===== config.mk =====
export PLATFORM = sky130hd
export DESIGN_NAME = rob_top
export DESIGN_NICKNAME = d
export VERILOG_FILES = /design/src/design/rob_pkg.sv /design/src/design/rob_dispatch_steer.sv /design/src/design/rob_pointers.sv /design/src/design/rob_entry_array.sv /design/src/design/rob_commit_select.sv /design/src/design/rob_top.sv
export VERILOG_INCLUDE_DIRS = /design/src /design/src/design
export SDC_FILE = /design/constraint.sdc
export NUM_CORES = 1
export LEC_CHECK = 0
export ABC_AREA = 1
export BUFFER_PORTS_ARGS = -buffer_cell sky130_fd_sc_hd__buf_4
export CORE_UTILIZATION = 37
export DETAILED_ROUTE_END_ITERATION = 10
export PLACE_DENSITY = 0.58
export SYNTH_ARGS = -nofsm -noshare
export SYNTH_HDL_FRONTEND = slang
export SYNTH_HIERARCHICAL = 1
export SYNTH_SLANG_ARGS = --single-unit
export TNS_END_PERCENT = 20

===== constraint.sdc =====
create_clock -name clock -period 4.4 [get_ports clock]
set_input_delay 0.88 -clock clock [delete_from_list [all_inputs] [get_ports clock]]
set_output_delay 0.88 -clock clock [all_outputs]
set_load 0.01 [all_outputs]

===== src/design/rob_defines.svh =====
`ifndef ROB_DEFINES_SVH
`define ROB_DEFINES_SVH

// ********************************************************************
// rob sizing
// ********************************************************************

// entries in each thread queue, must stay a power of two
`define ROB_SIZE 8

// index bits for one queue, log2 of ROB_SIZE
`define ROB_IDX_WIDTH 3

// architected register number, 32 arch regs
`define ARN_WIDTH 5

// physical register number, 64 physical regs
`define PRN_WIDTH 6

// completion ports: mult x2, add x2, mem x2
`define FU_COUNT 6

`endif


===== src/design/rob_pkg.sv =====
`default_nettype none

`include "rob_defines.svh"

package rob_pkg;

	typedef logic [`ROB_IDX_WIDTH-1:0] rob_idx_t;	// slot inside one thread queue
	typedef logic [`ROB_IDX_WIDTH:0] rob_count_t;	// 0 .. ROB_SIZE, needs one extra bit
	typedef logic [`ARN_WIDTH-1:0] arn_t;
	typedef logic [`PRN_WIDTH-1:0] prn_t;

	// tag handed to the rs and returned by the fus
	typedef struct packed {
		logic thread1;		// 1 = thread 1 queue, 0 = thread 2 queue
		rob_idx_t idx;
	} rob_tag_t;

	// one dispatch slot from rename
	typedef struct packed {
		logic load;		// slot carries an instruction this cycle
		logic thread1;
		logic is_branch;
		arn_t arn;		// dest arch reg
		prn_t prn;		// dest phys reg
	} dispatch_slot_t;

	// completion strobe from one fu
	typedef struct packed {
		logic done;
		rob_tag_t tag;
	} fu_done_t;

	// oldest two entries of one queue
	typedef struct packed {
		logic oldest_ready;	// valid and executed
		logic oldest_is_branch;
		arn_t oldest_arn;
		prn_t oldest_prn;
		logic second_ready;
		logic second_is_branch;
		arn_t second_arn;
		prn_t second_prn;
	} head_pair_t;

	typedef struct packed {
		logic valid;
		logic is_branch;
		arn_t arn;
		prn_t prn;
		rob_tag_t tag;
	} commit_slot_t;

	// thread-1 count first, then thread-2 count
	typedef enum logic [2:0] {
		ZERO_ZERO,
		ONE_ZERO,
		TWO_ZERO,
		ONE_ONE,
		ZERO_ONE,
		ZERO_TWO
	} commit_mode_t;

endpackage

`default_nettype wire


===== src/design/rob_dispatch_steer.sv =====
`default_nettype none

`include "rob_defines.svh"

module rob_dispatch_steer (
	input rob_pkg::dispatch_slot_t inst1,
	input rob_pkg::dispatch_slot_t inst2,
	input rob_pkg::rob_idx_t t1_tail,
	input rob_pkg::rob_idx_t t2_tail,
	input rob_pkg::rob_count_t t1_count,
	input rob_pkg::rob_count_t t2_count,
	output rob_pkg::rob_tag_t inst1_tag,
	output rob_pkg::rob_tag_t inst2_tag,
	output logic dispatch_stall,
	output rob_pkg::rob_count_t t1_alloc,
	output rob_pkg::rob_count_t t2_alloc,
	output logic t1_wr1,
	output logic t1_wr2,
	output logic t2_wr1,
	output logic t2_wr2,
	output rob_pkg::rob_idx_t t1_wr2_idx,
	output rob_pkg::rob_idx_t t2_wr2_idx
);

	logic ld1_t1, ld1_t2, ld2_t1, ld2_t2;		// slot x loaded for thread y
	rob_pkg::rob_count_t t1_need, t2_need;

	// ********************************************************************
	// classify slots by thread
	// ********************************************************************
	assign ld1_t1 = inst1.load & inst1.thread1;
	assign ld1_t2 = inst1.load & ~inst1.thread1;
	assign ld2_t1 = inst2.load & inst2.thread1;
	assign ld2_t2 = inst2.load & ~inst2.thread1;

	assign t1_need = rob_pkg::rob_count_t'(ld1_t1) + rob_pkg::rob_count_t'(ld2_t1);
	assign t2_need = rob_pkg::rob_count_t'(ld1_t2) + rob_pkg::rob_count_t'(ld2_t2);

	// full check, same-cycle commits are ignored on purpose (conservative)
	assign dispatch_stall = ((t1_count + t1_need) > `ROB_SIZE) ||
		((t2_count + t2_need) > `ROB_SIZE);

	// ********************************************************************
	// tags
	// ********************************************************************
	// inst2 sits one past the tail only if inst1 went to the same queue
	assign t1_wr2_idx = t1_tail + rob_pkg::rob_idx_t'(ld1_t1);
	assign t2_wr2_idx = t2_tail + rob_pkg::rob_idx_t'(ld1_t2);

	assign inst1_tag.thread1 = inst1.thread1;
	assign inst1_tag.idx = inst1.thread1 ? t1_tail : t2_tail;	// inst1 always at tail
	assign inst2_tag.thread1 = inst2.thread1;
	assign inst2_tag.idx = inst2.thread1 ? t1_wr2_idx : t2_wr2_idx;

	// allocation, all killed by stall
	assign t1_wr1 = ld1_t1 & ~dispatch_stall;
	assign t1_wr2 = ld2_t1 & ~dispatch_stall;
	assign t2_wr1 = ld1_t2 & ~dispatch_stall;
	assign t2_wr2 = ld2_t2 & ~dispatch_stall;
	assign t1_alloc = dispatch_stall ? '0 : t1_need;
	assign t2_alloc = dispatch_stall ? '0 : t2_need;

endmodule

`default_nettype wire


===== src/design/rob_pointers.sv =====
`default_nettype none

`include "rob_defines.svh"

module rob_pointers (
	input wire logic clock,
	input wire logic reset,
	input rob_pkg::rob_count_t t1_alloc,
	input rob_pkg::rob_count_t t2_alloc,
	input rob_pkg::rob_count_t t1_retire,
	input rob_pkg::rob_count_t t2_retire,
	output rob_pkg::rob_idx_t t1_head,
	output rob_pkg::rob_idx_t t2_head,
	output rob_pkg::rob_idx_t t1_tail,
	output rob_pkg::rob_idx_t t2_tail,
	output rob_pkg::rob_count_t t1_count,
	output rob_pkg::rob_count_t t2_count
);

	// ********************************************************************
	// head, tail, count per thread
	// ********************************************************************
	// indices wrap for free, ROB_SIZE is a power of two
	always_ff @(posedge clock)
	begin
		if (reset)
		begin
			t1_head <= '0;
			t1_tail <= '0;
			t1_count <= '0;
			t2_head <= '0;
			t2_tail <= '0;
			t2_count <= '0;
		end
		else
		begin
			t1_tail <= t1_tail + rob_pkg::rob_idx_t'(t1_alloc);	// 0..2 new entries
			t1_head <= t1_head + rob_pkg::rob_idx_t'(t1_retire);	// 0..2 retired
			t1_count <= t1_count + t1_alloc - t1_retire;
			t2_tail <= t2_tail + rob_pkg::rob_idx_t'(t2_alloc);
			t2_head <= t2_head + rob_pkg::rob_idx_t'(t2_retire);
			t2_count <= t2_count + t2_alloc - t2_retire;
		end
	end

	// stall logic in the steer must keep the queues from overflowing
	a_t1_count_max : assert property (@(posedge clock) disable iff (reset)
		t1_count <= `ROB_SIZE);
	a_t2_count_max : assert property (@(posedge clock) disable iff (reset)
		t2_count <= `ROB_SIZE);

	// commit select only retires live entries
	a_t1_retire_live : assert property (@(posedge clock) disable iff (reset)
		t1_retire <= t1_count);
	a_t2_retire_live : assert property (@(posedge clock) disable iff (reset)
		t2_retire <= t2_count);

endmodule

`default_nettype wire


===== src/design/rob_entry_array.sv =====
`default_nettype none

`include "rob_defines.svh"

module rob_entry_array #(
	parameter bit THREAD_ID = 1'b1		// 1 = thread 1 queue, 0 = thread 2
) (
	input wire logic clock,
	input wire logic reset,
	input rob_pkg::dispatch_slot_t inst1,
	input rob_pkg::dispatch_slot_t inst2,
	input wire logic wr1,
	input wire logic wr2,
	input rob_pkg::rob_idx_t wr1_idx,		// tail
	input rob_pkg::rob_idx_t wr2_idx,
	input rob_pkg::fu_done_t [`FU_COUNT-1:0] fu_done,
	input rob_pkg::rob_idx_t head,
	input rob_pkg::rob_count_t retire,
	output rob_pkg::head_pair_t head_pair
);

	logic [`ROB_SIZE-1:0] valid;
	logic [`ROB_SIZE-1:0] executed;
	logic [`ROB_SIZE-1:0] is_branch;
	rob_pkg::arn_t arn [`ROB_SIZE];
	rob_pkg::prn_t prn [`ROB_SIZE];

	logic [`FU_COUNT-1:0][`ROB_SIZE-1:0] done_onehot;	// one row per fu
	logic [`ROB_SIZE-1:0] done_vec;
	rob_pkg::rob_idx_t head_next;

	// ********************************************************************
	// completion decode
	// ********************************************************************
	always_comb
	begin
		done_vec = '0;
		for (int f = 0; f < `FU_COUNT; f++)
		begin
			done_onehot[f] = '0;
			if (fu_done[f].done && (fu_done[f].tag.thread1 == THREAD_ID))	// ours only
				done_onehot[f][fu_done[f].tag.idx] = 1'b1;
			done_vec = done_vec | done_onehot[f];
		end
	end

	// ********************************************************************
	// entry state
	// ********************************************************************
	assign head_next = head + 1'b1;

	always_ff @(posedge clock)
	begin
		if (reset)
		begin
			valid <= '0;
			executed <= '0;
		end
		else
		begin
			executed <= executed | done_vec;
			if (retire != '0)
				valid[head] <= 1'b0;
			if (retire == rob_pkg::rob_count_t'(2))
				valid[head_next] <= 1'b0;
			// new entries last; they never land on a live slot
			if (wr1)
			begin
				valid[wr1_idx] <= 1'b1;
				executed[wr1_idx] <= 1'b0;
			end
			if (wr2)
			begin
				valid[wr2_idx] <= 1'b1;
				executed[wr2_idx] <= 1'b0;
			end
		end
	end

	// payload
	always_ff @(posedge clock)
	begin
		if (wr1)
		begin
			is_branch[wr1_idx] <= inst1.is_branch;
			arn[wr1_idx] <= inst1.arn;
			prn[wr1_idx] <= inst1.prn;
		end
		if (wr2)
		begin
			is_branch[wr2_idx] <= inst2.is_branch;
			arn[wr2_idx] <= inst2.arn;
			prn[wr2_idx] <= inst2.prn;
		end
	end

	// head readout
	assign head_pair.oldest_ready = valid[head] & executed[head];
	assign head_pair.oldest_is_branch = is_branch[head];
	assign head_pair.oldest_arn = arn[head];
	assign head_pair.oldest_prn = prn[head];
	assign head_pair.second_ready = valid[head_next] & executed[head_next];
	assign head_pair.second_is_branch = is_branch[head_next];
	assign head_pair.second_arn = arn[head_next];
	assign head_pair.second_prn = prn[head_next];

	// an fu may only complete something that was dispatched and not yet retired
	for (genvar g = 0; g < `FU_COUNT; g++)
	begin : g_done_chk
		a_done_live : assert property (@(posedge clock) disable iff (reset)
			(fu_done[g].done && (fu_done[g].tag.thread1 == THREAD_ID))
			|-> valid[fu_done[g].tag.idx]);
	end

endmodule

`default_nettype wire


===== src/design/rob_commit_select.sv =====
`default_nettype none

`include "rob_defines.svh"

module rob_commit_select (
	input rob_pkg::head_pair_t t1_pair,
	input rob_pkg::head_pair_t t2_pair,
	input rob_pkg::rob_idx_t t1_head,
	input rob_pkg::rob_idx_t t2_head,
	output rob_pkg::commit_slot_t commit1,
	output rob_pkg::commit_slot_t commit2,
	output rob_pkg::rob_count_t t1_retire,
	output rob_pkg::rob_count_t t2_retire
);

	// build one valid commit slot
	function automatic rob_pkg::commit_slot_t make_slot(input logic thread1,
			input rob_pkg::rob_idx_t idx, input logic is_branch,
			input rob_pkg::arn_t arn, input rob_pkg::prn_t prn);
		rob_pkg::commit_slot_t s;
		s.valid = 1'b1;
		s.is_branch = is_branch;
		s.arn = arn;
		s.prn = prn;
		s.tag.thread1 = thread1;
		s.tag.idx = idx;
		return s;
	endfunction

	rob_pkg::commit_mode_t mode;
	logic [1:0] t1_ready_n, t2_ready_n;	// 0, 1 or 2 in order
	rob_pkg::rob_idx_t t1_second, t2_second;

	// second only counts behind a ready oldest
	assign t1_ready_n = !t1_pair.oldest_ready ? 2'd0 : (t1_pair.second_ready ? 2'd2 : 2'd1);
	assign t2_ready_n = !t2_pair.oldest_ready ? 2'd0 : (t2_pair.second_ready ? 2'd2 : 2'd1);
	assign t1_second = t1_head + 1'b1;
	assign t2_second = t2_head + 1'b1;

	// ********************************************************************
	// mode pick with thread 1 at fixed priority
	// ********************************************************************
	always_comb
	begin
		if (t1_ready_n == 2'd2)
			mode = rob_pkg::TWO_ZERO;
		else if (t1_ready_n == 2'd1)
			mode = (t2_ready_n != 2'd0) ? rob_pkg::ONE_ONE : rob_pkg::ONE_ZERO;
		else if (t2_ready_n == 2'd2)
			mode = rob_pkg::ZERO_TWO;
		else if (t2_ready_n == 2'd1)
			mode = rob_pkg::ZERO_ONE;
		else
			mode = rob_pkg::ZERO_ZERO;
	end

	always_comb
	begin
		commit1 = '0;		// idle ports read all zero
		commit2 = '0;
		t1_retire = '0;
		t2_retire = '0;
		case (mode)
			rob_pkg::TWO_ZERO:
			begin
				commit1 = make_slot(1'b1, t1_head, t1_pair.oldest_is_branch,
					t1_pair.oldest_arn, t1_pair.oldest_prn);
				commit2 = make_slot(1'b1, t1_second, t1_pair.second_is_branch,
					t1_pair.second_arn, t1_pair.second_prn);
				t1_retire = rob_pkg::rob_count_t'(2);
			end
			rob_pkg::ONE_ONE, rob_pkg::ONE_ZERO:
			begin
				commit1 = make_slot(1'b1, t1_head, t1_pair.oldest_is_branch,
					t1_pair.oldest_arn, t1_pair.oldest_prn);
				t1_retire = rob_pkg::rob_count_t'(1);
				if (mode == rob_pkg::ONE_ONE)
				begin
					commit2 = make_slot(1'b0, t2_head, t2_pair.oldest_is_branch,
						t2_pair.oldest_arn, t2_pair.oldest_prn);
					t2_retire = rob_pkg::rob_count_t'(1);
				end
			end
			rob_pkg::ZERO_TWO, rob_pkg::ZERO_ONE:
			begin
				commit1 = make_slot(1'b0, t2_head, t2_pair.oldest_is_branch,
					t2_pair.oldest_arn, t2_pair.oldest_prn);
				t2_retire = rob_pkg::rob_count_t'(1);
				if (mode == rob_pkg::ZERO_TWO)
				begin
					commit2 = make_slot(1'b0, t2_second, t2_pair.second_is_branch,
						t2_pair.second_arn, t2_pair.second_prn);
					t2_retire = rob_pkg::rob_count_t'(2);
				end
			end
			default:
			begin
				t1_retire = '0;	// ZERO_ZERO retires nothing
			end
		endcase
	end

endmodule

`default_nettype wire


===== src/design/rob_top.sv =====
`default_nettype none

`include "rob_defines.svh"

module rob_top (
	input wire logic clock,
	input wire logic reset,
	input rob_pkg::dispatch_slot_t inst1,
	input rob_pkg::dispatch_slot_t inst2,
	input rob_pkg::fu_done_t [`FU_COUNT-1:0] fu_done,	// mult1, mult2, add1, add2, mem1, mem2
	output rob_pkg::rob_tag_t inst1_tag,
	output rob_pkg::rob_tag_t inst2_tag,
	output logic dispatch_stall,
	output rob_pkg::commit_slot_t commit1,
	output rob_pkg::commit_slot_t commit2
);

	// pointer state
	rob_pkg::rob_idx_t t1_head, t2_head;
	rob_pkg::rob_idx_t t1_tail, t2_tail;
	rob_pkg::rob_count_t t1_count, t2_count;

	// dispatch side
	rob_pkg::rob_count_t t1_alloc, t2_alloc;
	logic t1_wr1, t1_wr2, t2_wr1, t2_wr2;
	rob_pkg::rob_idx_t t1_wr2_idx, t2_wr2_idx;

	// commit side
	rob_pkg::head_pair_t t1_pair, t2_pair;
	rob_pkg::rob_count_t t1_retire, t2_retire;

	rob_dispatch_steer u_steer (
		.inst1, .inst2,
		.t1_tail, .t2_tail, .t1_count, .t2_count,
		.inst1_tag, .inst2_tag, .dispatch_stall,
		.t1_alloc, .t2_alloc,
		.t1_wr1, .t1_wr2, .t2_wr1, .t2_wr2,
		.t1_wr2_idx, .t2_wr2_idx
	);

	rob_pointers u_pointers (
		.clock, .reset,
		.t1_alloc, .t2_alloc, .t1_retire, .t2_retire,
		.t1_head, .t2_head, .t1_tail, .t2_tail,
		.t1_count, .t2_count
	);

	// thread 1 queue
	rob_entry_array #(.THREAD_ID(1'b1)) u_t1_array (
		.clock, .reset, .inst1, .inst2,
		.wr1(t1_wr1), .wr2(t1_wr2), .wr1_idx(t1_tail), .wr2_idx(t1_wr2_idx),
		.fu_done, .head(t1_head), .retire(t1_retire), .head_pair(t1_pair)
	);

	// thread 2 queue
	rob_entry_array #(.THREAD_ID(1'b0)) u_t2_array (
		.clock, .reset, .inst1, .inst2,
		.wr1(t2_wr1), .wr2(t2_wr2), .wr1_idx(t2_tail), .wr2_idx(t2_wr2_idx),
		.fu_done, .head(t2_head), .retire(t2_retire), .head_pair(t2_pair)
	);

	rob_commit_select u_commit (
		.t1_pair, .t2_pair, .t1_head, .t2_head,
		.commit1, .commit2, .t1_retire, .t2_retire
	);

endmodule

`default_nettype wire


# --- Word-level counts from Yosys, hierarchy flattened ---
# Memory sizes are Yosys's and may differ from the RTL's. A register that Yosys moved wholly into a read port is not among the register bits.
# Cells that the tools add are included.
word_totals:
  reg_bits: 68
  ramBits: 176
  in_bits: 60
  output_inout_bits: 43
  word_cells: 284
  n_memories: 4
op_classes:
  n_addsub: 16
  order_cmp: 30
  n_eq_ne: 11
  muxes: 125
  bitwise_logic: 53
  reduce_logical: 33
memory_table:
  columns: ["memory", "words", "width", "rd", "rd_clocked_by_memory_dff", "wr", "line_no", "rtl"]
  rows:
  - ["u_t1_array.prn", 8, 6, 2, 1, 2, "rob_entry_array.sv:26", "rob_pkg::prn_t prn [`ROB_SIZE];"]
  - ["u_t2_array.prn", 8, 6, 2, 1, 2, "rob_entry_array.sv:26", null]
  - ["u_t1_array.arn", 8, 5, 2, 1, 2, "rob_entry_array.sv:25", "rob_pkg::arn_t arn [`ROB_SIZE];"]
  - ["u_t2_array.arn", 8, 5, 2, 1, 2, "rob_entry_array.sv:25", null]
ops:
  columns: ["operator", "count"]
  rows:
  - ["$mux 8", 36]
  - ["$or 8x8->8", 16]
  - ["$and 8x8->8", 8]
  - ["$gt 32x4->1 const B", 2]
  - ["$not 8->8", 8]
  - ["$lt 3x4->1 const B", 14]
  - ["$pmux 17 s3", 1]
  - ["$demux 1 s3", 14]
  - ["$ge 3x1->1 const B", 14]
  - ["$bmux 1 s3", 12]
  - ["$mux 1", 35]
  - ["$mux 17", 2]
  - ["$pmux 17 s2", 1]
  - ["$bwmux 8", 4]
  - ["$mux 3", 10]
  - ["$logic_and 1x1->1", 26]
  - ["$add 3x3->3", 4]
  - ["$and 1x1->1", 12]
  - ["$mux 2", 6]
  - ["$add 4x4->5", 2]
  - ["$not 1->1", 9]
  - ["$add 4x4->4", 2]
  - ["$eq 4x2->1 const B", 2]
  - ["$mux 4", 2]
  - ["16 further kinds", 26]

# --- Logic depth before layout (Yosys ltp) ---
# Gate-level depths: netlist (run 1).
logic_depth:
  word_depth: 25
  ltp_mapped: 26
  mapped_depth_nobuf: 24

# --- Hierarchy ---
# The synthesis (run 1) kept the hierarchy.
by_module_without_submodules:
  columns: ["mod", "n_inst", "cells_per_inst", "area_per_inst_um2", "seq_area_each_um2"]
  rows:
  - ["rob_entry_array at u_t2_array", 1, 1159, 7853.8, 3123.0]
  - ["rob_entry_array at u_t1_array", 1, 1152, 7582.3, 3123.0]
  - ["rob_pointers", 1, 163, 1256.2, 400.4]
  - ["rob_commit_select", 1, 144, 706.9, 0.0]
  - ["rob_dispatch_steer", 1, 102, 600.6, 0.0]

# --- Worst setup path after synthesis (run 1) ---
# Ideal clock, no wire load.
synth_timing:
  path_kind: "input to register"
  from: "input inst1[13] in the netlist's numbering"
  to: "register u_pointers.t1_count[3]"
  setup_ps: 115
  arrival_time_ps: 3895
  slack_ps: 390
  stages: 23
  n_path_buf: 0
  cell_sequence: "inv_1 or2_4 clkinv_4 ha_1 ha_1 inv_1 fa_1 inv_1 nor2_1 nand3_1 nand3_2 nand3_4 nor2_1 inv_1 fa_1 inv_1 ha_1 nand2_1 nor2_1 nor2_1 nand3_1 nand2_1 nor2_1"
synth_via:
  elab_chain_len: 8
synth_rtl:
  columns: ["element", "line_no", "rtl"]
  rows:
  - ["start, declared", "rob_top.sv:8", "input rob_pkg::dispatch_slot_t inst1,"]
  - ["$and 1x1->1 (on tied branches)", "rob_dispatch_steer.sv:31, rob_dispatch_steer.sv:32", null]
  - ["$add 1x1->2 (on tied branches)", "rob_dispatch_steer.sv:36, rob_dispatch_steer.sv:37", null]
  - ["$add 4x4->5 (on tied branches)", "rob_dispatch_steer.sv:40, rob_dispatch_steer.sv:41", null]
  - ["$gt 32x4->1 (no line)", null, null]
  - ["$logic_or 1x1->1 *", "rob_dispatch_steer.sv:40", "assign dispatch_stall = ((t1_count + t1_need) > `ROB_SIZE) ||"]
  - ["named net dispatch_stall", "rob_top.sv:13", "output logic dispatch_stall,"]
  - ["$mux 4 *", "rob_dispatch_steer.sv:60", "assign t1_alloc = dispatch_stall ? '0 : t1_need;"]
  - ["named net t1_alloc[1]", "rob_top.sv:24", "rob_pkg::rob_count_t t1_alloc, t2_alloc;"]
  - ["$add 4x4->4 *", "rob_pointers.sv:39", "t1_count <= t1_count + t1_alloc - t1_retire;"]
  - ["$sub 4x4->4 *", "rob_pointers.sv:39", null]
  - ["end signal, assigned", "rob_pointers.sv:39", null]
  - ["end, declared", "rob_pointers.sv:16", "output rob_pkg::rob_count_t t1_count,"]
# The timed path passes the listed nets; every way through them passes the cells marked *.
# A chain may end at the register's enable or synchronous reset.

==> summary.txt, run 1 <==
Synth
  • Cells after synthesis: ~2.7k
  • Top_reg_cell synth: edfxtp_1
  • Synthesized flop and latch total: 244
  • Synthesized area per cell: 6.62 sq um
  • Synth async-reset ratio: 0%
  • EDFF count, synth: about 180
  • Seq/Total Area, Yosys: 36.9%
  • Synth Cell Area: about 18,000 sq um
  • YS warnings: 6
  • Yosys cell types: 49

Cells and area
  • Nets: 2,883
  • Core Util, Final: between 40% and 50%
  • Non-Filler Instances: 3,423
  • Layout cells sized above 1: 11.0%
  • Area grow syn2layout: 12.5%
  • Number of diodes: 0

Power and ir drop
  • Reg power frac: between 40% and 50%
  • Worst vdd ir: 0.300 mV
  • Switching pwr: around 2600 uW
  • Switch share: a little over a third
  • Gate power share: 28.3%
  • P_leak: ~0.0096 uW
  • Power Dens Cells: roughly 370 nW/um^2
  • Int Pwr: 4880 uW
  • Clock power frac: 31.6%
  • Power Total: 7500 uW

Worst setup path
  • Slowest-stage cell, CP: dfxtp_4
  • CP required: 3.52 ns
  • Worst path cell trace: ha_1 -> inv_2 -> nand2_1 -> nand2_1 -> nand2_1 -> nand2_1 -> nand2_1 -> inv_1 -> nand2_2 -> ha_4 -> nand2_4 -> nor2_8 -> buf_4 -> nand2_1 -> nand3_1 -> buf_4
  • Most used cell, CP: nand2_1
  • CP max FO: 19
  • CP max stage delay: 0.49 ns
  • Worst Reg-to-Reg Cells: 20
  • Crit Path Class: flop to output port
  • CP Launch Type: flop
  • Critical Path End Type: output port
  • Crit path arrival time: 3.24 ns

Floorplan
  • Core box area: around 48,000 sq um
  • Die Footprint: 49,500 sq um
  • Die height: 223 um
  • Row cnt: 80
  • Die width: 223 um
  • I/O pin count: just over 100
  • Initial Utilization: 37.6%

Global routing
  • Largest net degree at the start of global routing: 111
  • Total congestion overflow: 0
  • Initial antenna violation count: 0
  • GRT Total Usage: 26.0%
  • First-pass GRT wire length: 98,900 um
  • Vias in the first global route: 16.8k

Timing
  • Min cycle time layout: 4.12 ns
  • RSZ-0062 raised after global routing: false
  • Final period utilization: about 94%
  • Layout Skew: 0.00990 ns
  • Post-Route Setup TNS: 0 ns
  • Final Hold Vio Count: 0
  • Slew Viols, Final: 0
  • Final setup vio count: 0
  • Max Fclk: approximately 240 MHz
  • Slew @ Worst Pin: 0.725 ns
  • Relative slew slack: 51.6%

Drt
  • TritonRoute pass-1 iters: 6
  • Wire length on met3: 5440 um
  • Post-DRT Antenna Nets: 0
  • Vias: 18.0k
  • WL/cell: 19.0 um
  • DRT iter0 DRCs: 2,013
  • Avg Vias per Cell: 5.27
  • WL met2: 28,800 um
  • Highest routed layer: met4
  • M1 wire length: 27,500 um
  • # DRC: 0
  • Final WL: between 60,000 and 70,000 um

Outcome
  • Status: completed

Placed design
  • Post-DP HPWL: 47,100 um
  • Placed Cells: approximately 3.4k
  • Port Buf Inserts: 102
  • GP Congestion: between 0.9 and 1

Job
  • Max cap viols: 0

Clocking
  • CTS H-Tree Depth: 1
  • Hold buffers post-CTS: 0
  • Number of buffers created by CTS: 29
  • CTS Buffer Depth: 3
  • TritonCTS clock tree: done
  • Clock root buffer: clkbuf_16
  • Clk slew on worst S/H paths: 0.06 ns
  • Clk_lat worst skew: 0.57 ns
  • CTS Sinks: between 200 and 250

Worst hold path
  • Hold Crit Depth: 2
  • Hold Crit Class: flop to flop
logic make-up (layout without fill, tap and decap cells):
family                     Yosys count  in the layout  synth area share, %
adders and majority gates           37             37                 3.07
muxes                                3              3                0.181
buffers and inverters              466            548                 11.7
DFF                                244            244                 36.9
xor gates and xnor gates             8              8                0.389
other                                2              8               0.0417
and+or+nand+nor                   1491           1491                 33.9
AOI/OAI and AO/OA                  469            469                 13.8
per-layer routing:
metal  vias up  GRT usage (%)
met3       144           3.24
met5         -              0
met2       803           41.7
met4         0           12.8
met1      8317           34.7
li1       8764              -
cells in the final DEF, fill, tap and decap left out, types with 24 or more instances in the layout:
master	synthesis	final
nand3_1	113	112
nand4_1	26	26
a21oi_1	74	74
nand2_1	1052	1051
ha_1	25	24
o21ai_1	59	59
buf_4	26	163
edfxtp_1	176	176
nor2_1	230	230
dfxtp_1	68	66
inv_1	298	298
o21ai_0	282	282
clkbuf_16	0	29
synthesized netlist by cell type (4+ instances only):
cell type | count | area share (%)
nand2_1 | 1052 | 22
inv_1 | 298 | 6.2
o21ai_0 | 282 | 7.8
nor2_1 | 230 | 4.8
edfxtp_1 | 176 | 29
nand3_1 | 113 | 3.1
a21oi_1 | 74 | 2.1
buf_2 | 71 | 2.0
dfxtp_1 | 68 | 7.6
o21ai_1 | 59 | 1.6
buf_4 | 26 | 1.1
nand4_1 | 26 | 0.90
ha_1 | 25 | 1.7
buf_6 | 22 | 1.4
inv_2 | 19 | 0.40
clkbuf_1 | 18 | 0.38
nor2_2 | 18 | 0.63
a31oi_1 | 13 | 0.45
fa_1 | 12 | 1.3
nand2_2 | 12 | 0.42
o21ai_2 | 12 | 0.58
a21boi_0 | 8 | 0.33
and2_1 | 8 | 0.28
buf_1 | 8 | 0.17
nor2_4 | 8 | 0.50
nand3b_1 | 5 | 0.21
a22oi_1 | 4 | 0.17
and2_4 | 4 | 0.19
xnor2_1 | 4 | 0.19
xor2_1 | 4 | 0.19
worst max-delay path: cells and delay by family (launching register included):
family,cells,cell delay [ns]
AND/OR/NAND/NOR,10,0.95
flip-flops,1,0.49
buffers and inverters,4,0.60
adder cells (fa/ha/maj),2,0.62
power by group through the flow:
stage	registers, uW	logic, uW	clock network (uW)
finish	3010	2130	2370
floorplan	2950	1430	0
global route	3040	2380	2490
detailed placement	3050	2090	0
CTS	3000	2100	2400
global placement	3050	2050	0
cell type report:
cell class / instances / area (sq um)
multi-input cells: 2016 / 9280
fillers: 5038 / 27600
inverters: 321 / 1220
repair buffers: 174 / 1430
well taps: 615 / 769
clock buffers: 37 / 756
clock inverters: 16 / 150
flip-flops and latches: 244 / 6650
sequential cells by signal, summed over array words and instances (netlist names), 4 cells and up:
register              cells
u_pointers/t1_count       4
u_t1_array/arn           40
u_t2_array/executed       8
u_t1_array/is_branch      8
u_t1_array/executed       8
u_pointers/t2_count       4
u_t2_array/arn           40
u_t2_array/valid          8
u_t2_array/is_branch      8
u_t1_array/valid          8
u_t1_array/prn           48
u_t2_array/prn           48
metrics by stage:
stage | instance area, sq um | worst slack [ns] | hold slack (ns)
after global placement | 19300 | 0.156 | 0.473
after CTS | 20200 | 0.0344 | 0.488
after global routing | 20300 | 0.0718 | 0.514
final | 20300 | 0.283 | 0.487
after detailed placement | 19300 | 0.114 | 0.479
after floorplan | 18000 | 0.390 | 0.457
final timing paths:
| kind | start | slack (ns) | end |
|---|---|---|---|
| setup reg to reg | u_pointers/t1_head[0] | 0.71 | u_pointers/t2_count[2] |
| setup / recovery | u_pointers/t2_head[0] | 0.28 | commit2[0] |
| hold / removal | u_t1_array/is_branch[5] | 0.49 | u_t1_array/is_branch[5] |
| hold reg to reg | u_t1_array/is_branch[5] | 0.49 | u_t1_array/is_branch[5] |
repair_timing:
item                                    CTS  global route
gates resized for setup                   0             4
pin swaps                                 0             1
endpoints found under the setup margin    1            15
setup buffers                             1             4
Note: power is estimated with default switching activity, not from simulation.
==> run 2, diff against run 1 <==
CORE_UTILIZATION = 25   (was 37)
PLACE_DENSITY = 0.44   (was 0.58)
==> summary.txt, run 2 (same netlist as run 1, synthesis figures left out) <==
Outcome
  • Status: completed (unchanged)

Timing
  • Max Fclk: 236 MHz (was 243 MHz)
  • Final setup vio count: 0 (unchanged)
  • Slew @ Worst Pin: 0.817 ns (was 0.725 ns)
  • Final period utilization: 96.2% (was 93.6%)
  • Post-Route Setup TNS: 0 ns (unchanged)
  • Relative slew slack: 45.3% (was 51.6%)
  • PnR worst setup slack: 0.166 ns (was 0.283 ns)
  • Slew Viols, Final: 0 (unchanged)
  • RSZ-0062 raised after global routing: false (unchanged)
  • Layout Skew: 0.0188 ns (was 0.00990 ns)
  • Min cycle time layout: 4.23 ns (was 4.12 ns)
  • Final Hold Vio Count: 0 (unchanged)

Global routing
  • Initial antenna violation count: 2 (was 0)
  • Total congestion overflow: 0 (unchanged)
  • Largest net degree at the start of global routing: 127 (was 111)
  • First-pass GRT wire length: 103,000 um (was 98,900 um)
  • Vias in the first global route: 16.5k (was 16.8k)
  • GRT Total Usage: 18.7% (was 26.0%)

Cells and area
  • Footprint of the multi-input gates: 9280 sq um (about the same)
  • Fin area: 21,000 sq um (was 20,300 sq um)
  • Non-Filler Instances: 3,771 (was 3,423)
  • Biggest regs: u_t1_array/prn x48, u_t2_array/prn x48 (unchanged)
  • Nets: 2,895 (was 2,883)
  • Layout cells sized above 1: 11.6% (was 11.0%)
  • Filler cell count: 7,916 (was 5,038)
  • Area grow syn2layout: 16.6% (was 12.5%)
  • Commonest non-fill, non-tap cell in the layout: nand2_1 (unchanged)
  • Reg area: 6650 sq um (unchanged)
  • Number of diodes: 0 (unchanged)
  • Most frequent cells in the layout: nand2_1, inv_1, o21ai_0 (unchanged)

Clocking
  • CTS Buffer Depth: 3 (unchanged)
  • Hold buffers post-CTS: 0 (unchanged)
  • CTS H-Tree Depth: 2 (was 1)
  • Number of buffers created by CTS: 34 (was 29)
  • Clk_lat worst skew: 0.55 ns (was 0.57 ns)
  • Clock root buffer: clkbuf_16 (unchanged)
  • Clk slew on worst S/H paths: 0.06 ns (about the same)
  • CTS Sinks: 244 (unchanged)
  • TritonCTS clock tree: done (unchanged)

Power and ir drop
  • Reg power frac: 38.3% (was 40.1%)
  • P_leak: 0.00977 uW (was 0.00963 uW)
  • Switch share: 35.1% (was 34.9%)
  • Int Pwr: 5100 uW (was 4880 uW)
  • Power Dens Cells: 374 nW/um^2 (was 370 nW/um^2)
  • Clock power frac: 34.2% (was 31.6%)
  • Power Total: 7850 uW (was 7500 uW)
  • Worst vdd ir: 0.248 mV (was 0.300 mV)
  • Gate power share: 27.5% (was 28.3%)
  • Switching pwr: 2750 uW (was 2620 uW)

Floorplan
  • Die height: 270 um (was 223 um)
  • Die width: 270 um (was 223 um)
  • Row cnt: 98 (was 80)
  • Core box area: 71,400 sq um (was 47,800 sq um)
  • Die Footprint: 73,100 sq um (was 49,500 sq um)
  • I/O pin count: 103 (unchanged)
  • Initial Utilization: 25.2% (was 37.6%)

Worst setup path
  • CP required: 3.52 ns (about the same)
  • CP Launch Type: flop (unchanged)
  • CP max FO: 9 (was 19)
  • Crit path arrival time: 3.35 ns (was 3.24 ns)
  • Critical Path End Type: output port (unchanged)
  • Crit Path Class: flop to output port (unchanged)

Job
  • Max cap viols: 0 (unchanged)

Drt
  • Final WL: 70,500 um (was 65,000 um)
  • WL/cell: 18.7 um (was 19.0 um)
  • Post-DRT Antenna Nets: 0 (unchanged)
  • Vias: 17.8k (was 18.0k)
  • DRT iter0 DRCs: 1,625 (was 2,013)
  • TritonRoute pass-1 iters: 5 (was 6)
  • # DRC: 0 (unchanged)
  • Avg Vias per Cell: 4.72 (was 5.27)

Worst hold path
  • Hold Crit Class: flop to flop (unchanged)

Placed design
  • Port Buf Inserts: 102 (unchanged)
  • Placed Cells: 3,706 (was 3,365)
  • Post-DP HPWL: 50,300 um (was 47,100 um)
  • Pre-CTS WS: 0.110 ns (was 0.114 ns)
  • GP Congestion: 0.894 (was 0.944)
  • Area post-placement: 19,800 sq um (was 19,300 sq um)
run 2: worst paths after layout:
check / cells after the start / startpoint / slack [ns] / end
worst min-delay path: 2 / u_t2_array/is_branch[3] / 0.49 / u_t2_array/is_branch[3]
worst min register to register: 2 / u_t2_array/is_branch[3] / 0.49 / u_t2_array/is_branch[3]
worst max register to register: 23 / u_pointers/t2_head[0] / 0.57 / u_pointers/t2_count[3]
worst max-delay path: 16 / u_pointers/t2_head[0] / 0.17 / commit2[2]
run 2: through the flow:
stage,hold WS [ns],util (%)
2_1_floorplan,0.457,-
3_3_place_gp,0.475,27.8
3_5_place_dp,0.475,27.8
4_1_cts,0.483,29.3
5_1_grt,0.519,29.4
6_report,0.486,29.4
run 2: worst max-delay path: stages (launching register included):
cell and delay, ns:
dfxtp_4 0.44, ha_2 0.38, inv_2 0.18, nand2_1 0.07, nand2_1 0.06, nand2_1 0.06, nand2_1 0.06, nand2_1 0.10
inv_1 0.09, nand2_1 0.20, ha_4 0.36, nand2_4 0.09, nor2_8 0.18, buf_4 0.17, nand2_1 0.05, nand3_1 0.15
buf_4 0.16
run 2: final cells by class:
type,instances,share of cell area [%]
Timing Repair Buffer,181,7.61
Tap cell,950,5.66
Sequential cell,244,31.7
Inverter,321,5.81
Clock inverter,14,0.459
Clock buffer,45,4.54
Multi-Input combinational cell,2016,44.2
run 2: repair_timing:
item / CTS / global route
endpoints found under the setup margin: 8 / 29
gates resized for setup: 1 / 4
gates cloned: 0 / 1
setup buffers: 3 / 2
pin swaps: 1 / 1
run 2: metal layers:
metal  up-vias  share of wire [%]  wire length (um)  track usage [%]
met2       638                 44             31300             30.0
met3       107                6.4              4540             2.75
li1       8799                  -                 -                -
met1      8236                 46             32700             25.9
met4         4                2.8              1990             5.69
met5         -              0.033                23                0
run 2: power groups by stage:
stage	Combinational (uW)	Clock, uW	Sequential (uW)
global placement	2120	0	3050
CTS	2150	2760	3010
detailed placement	2140	0	3050
global route	2420	2820	3040
floorplan	1430	0	2950
finish	2160	2690	3010
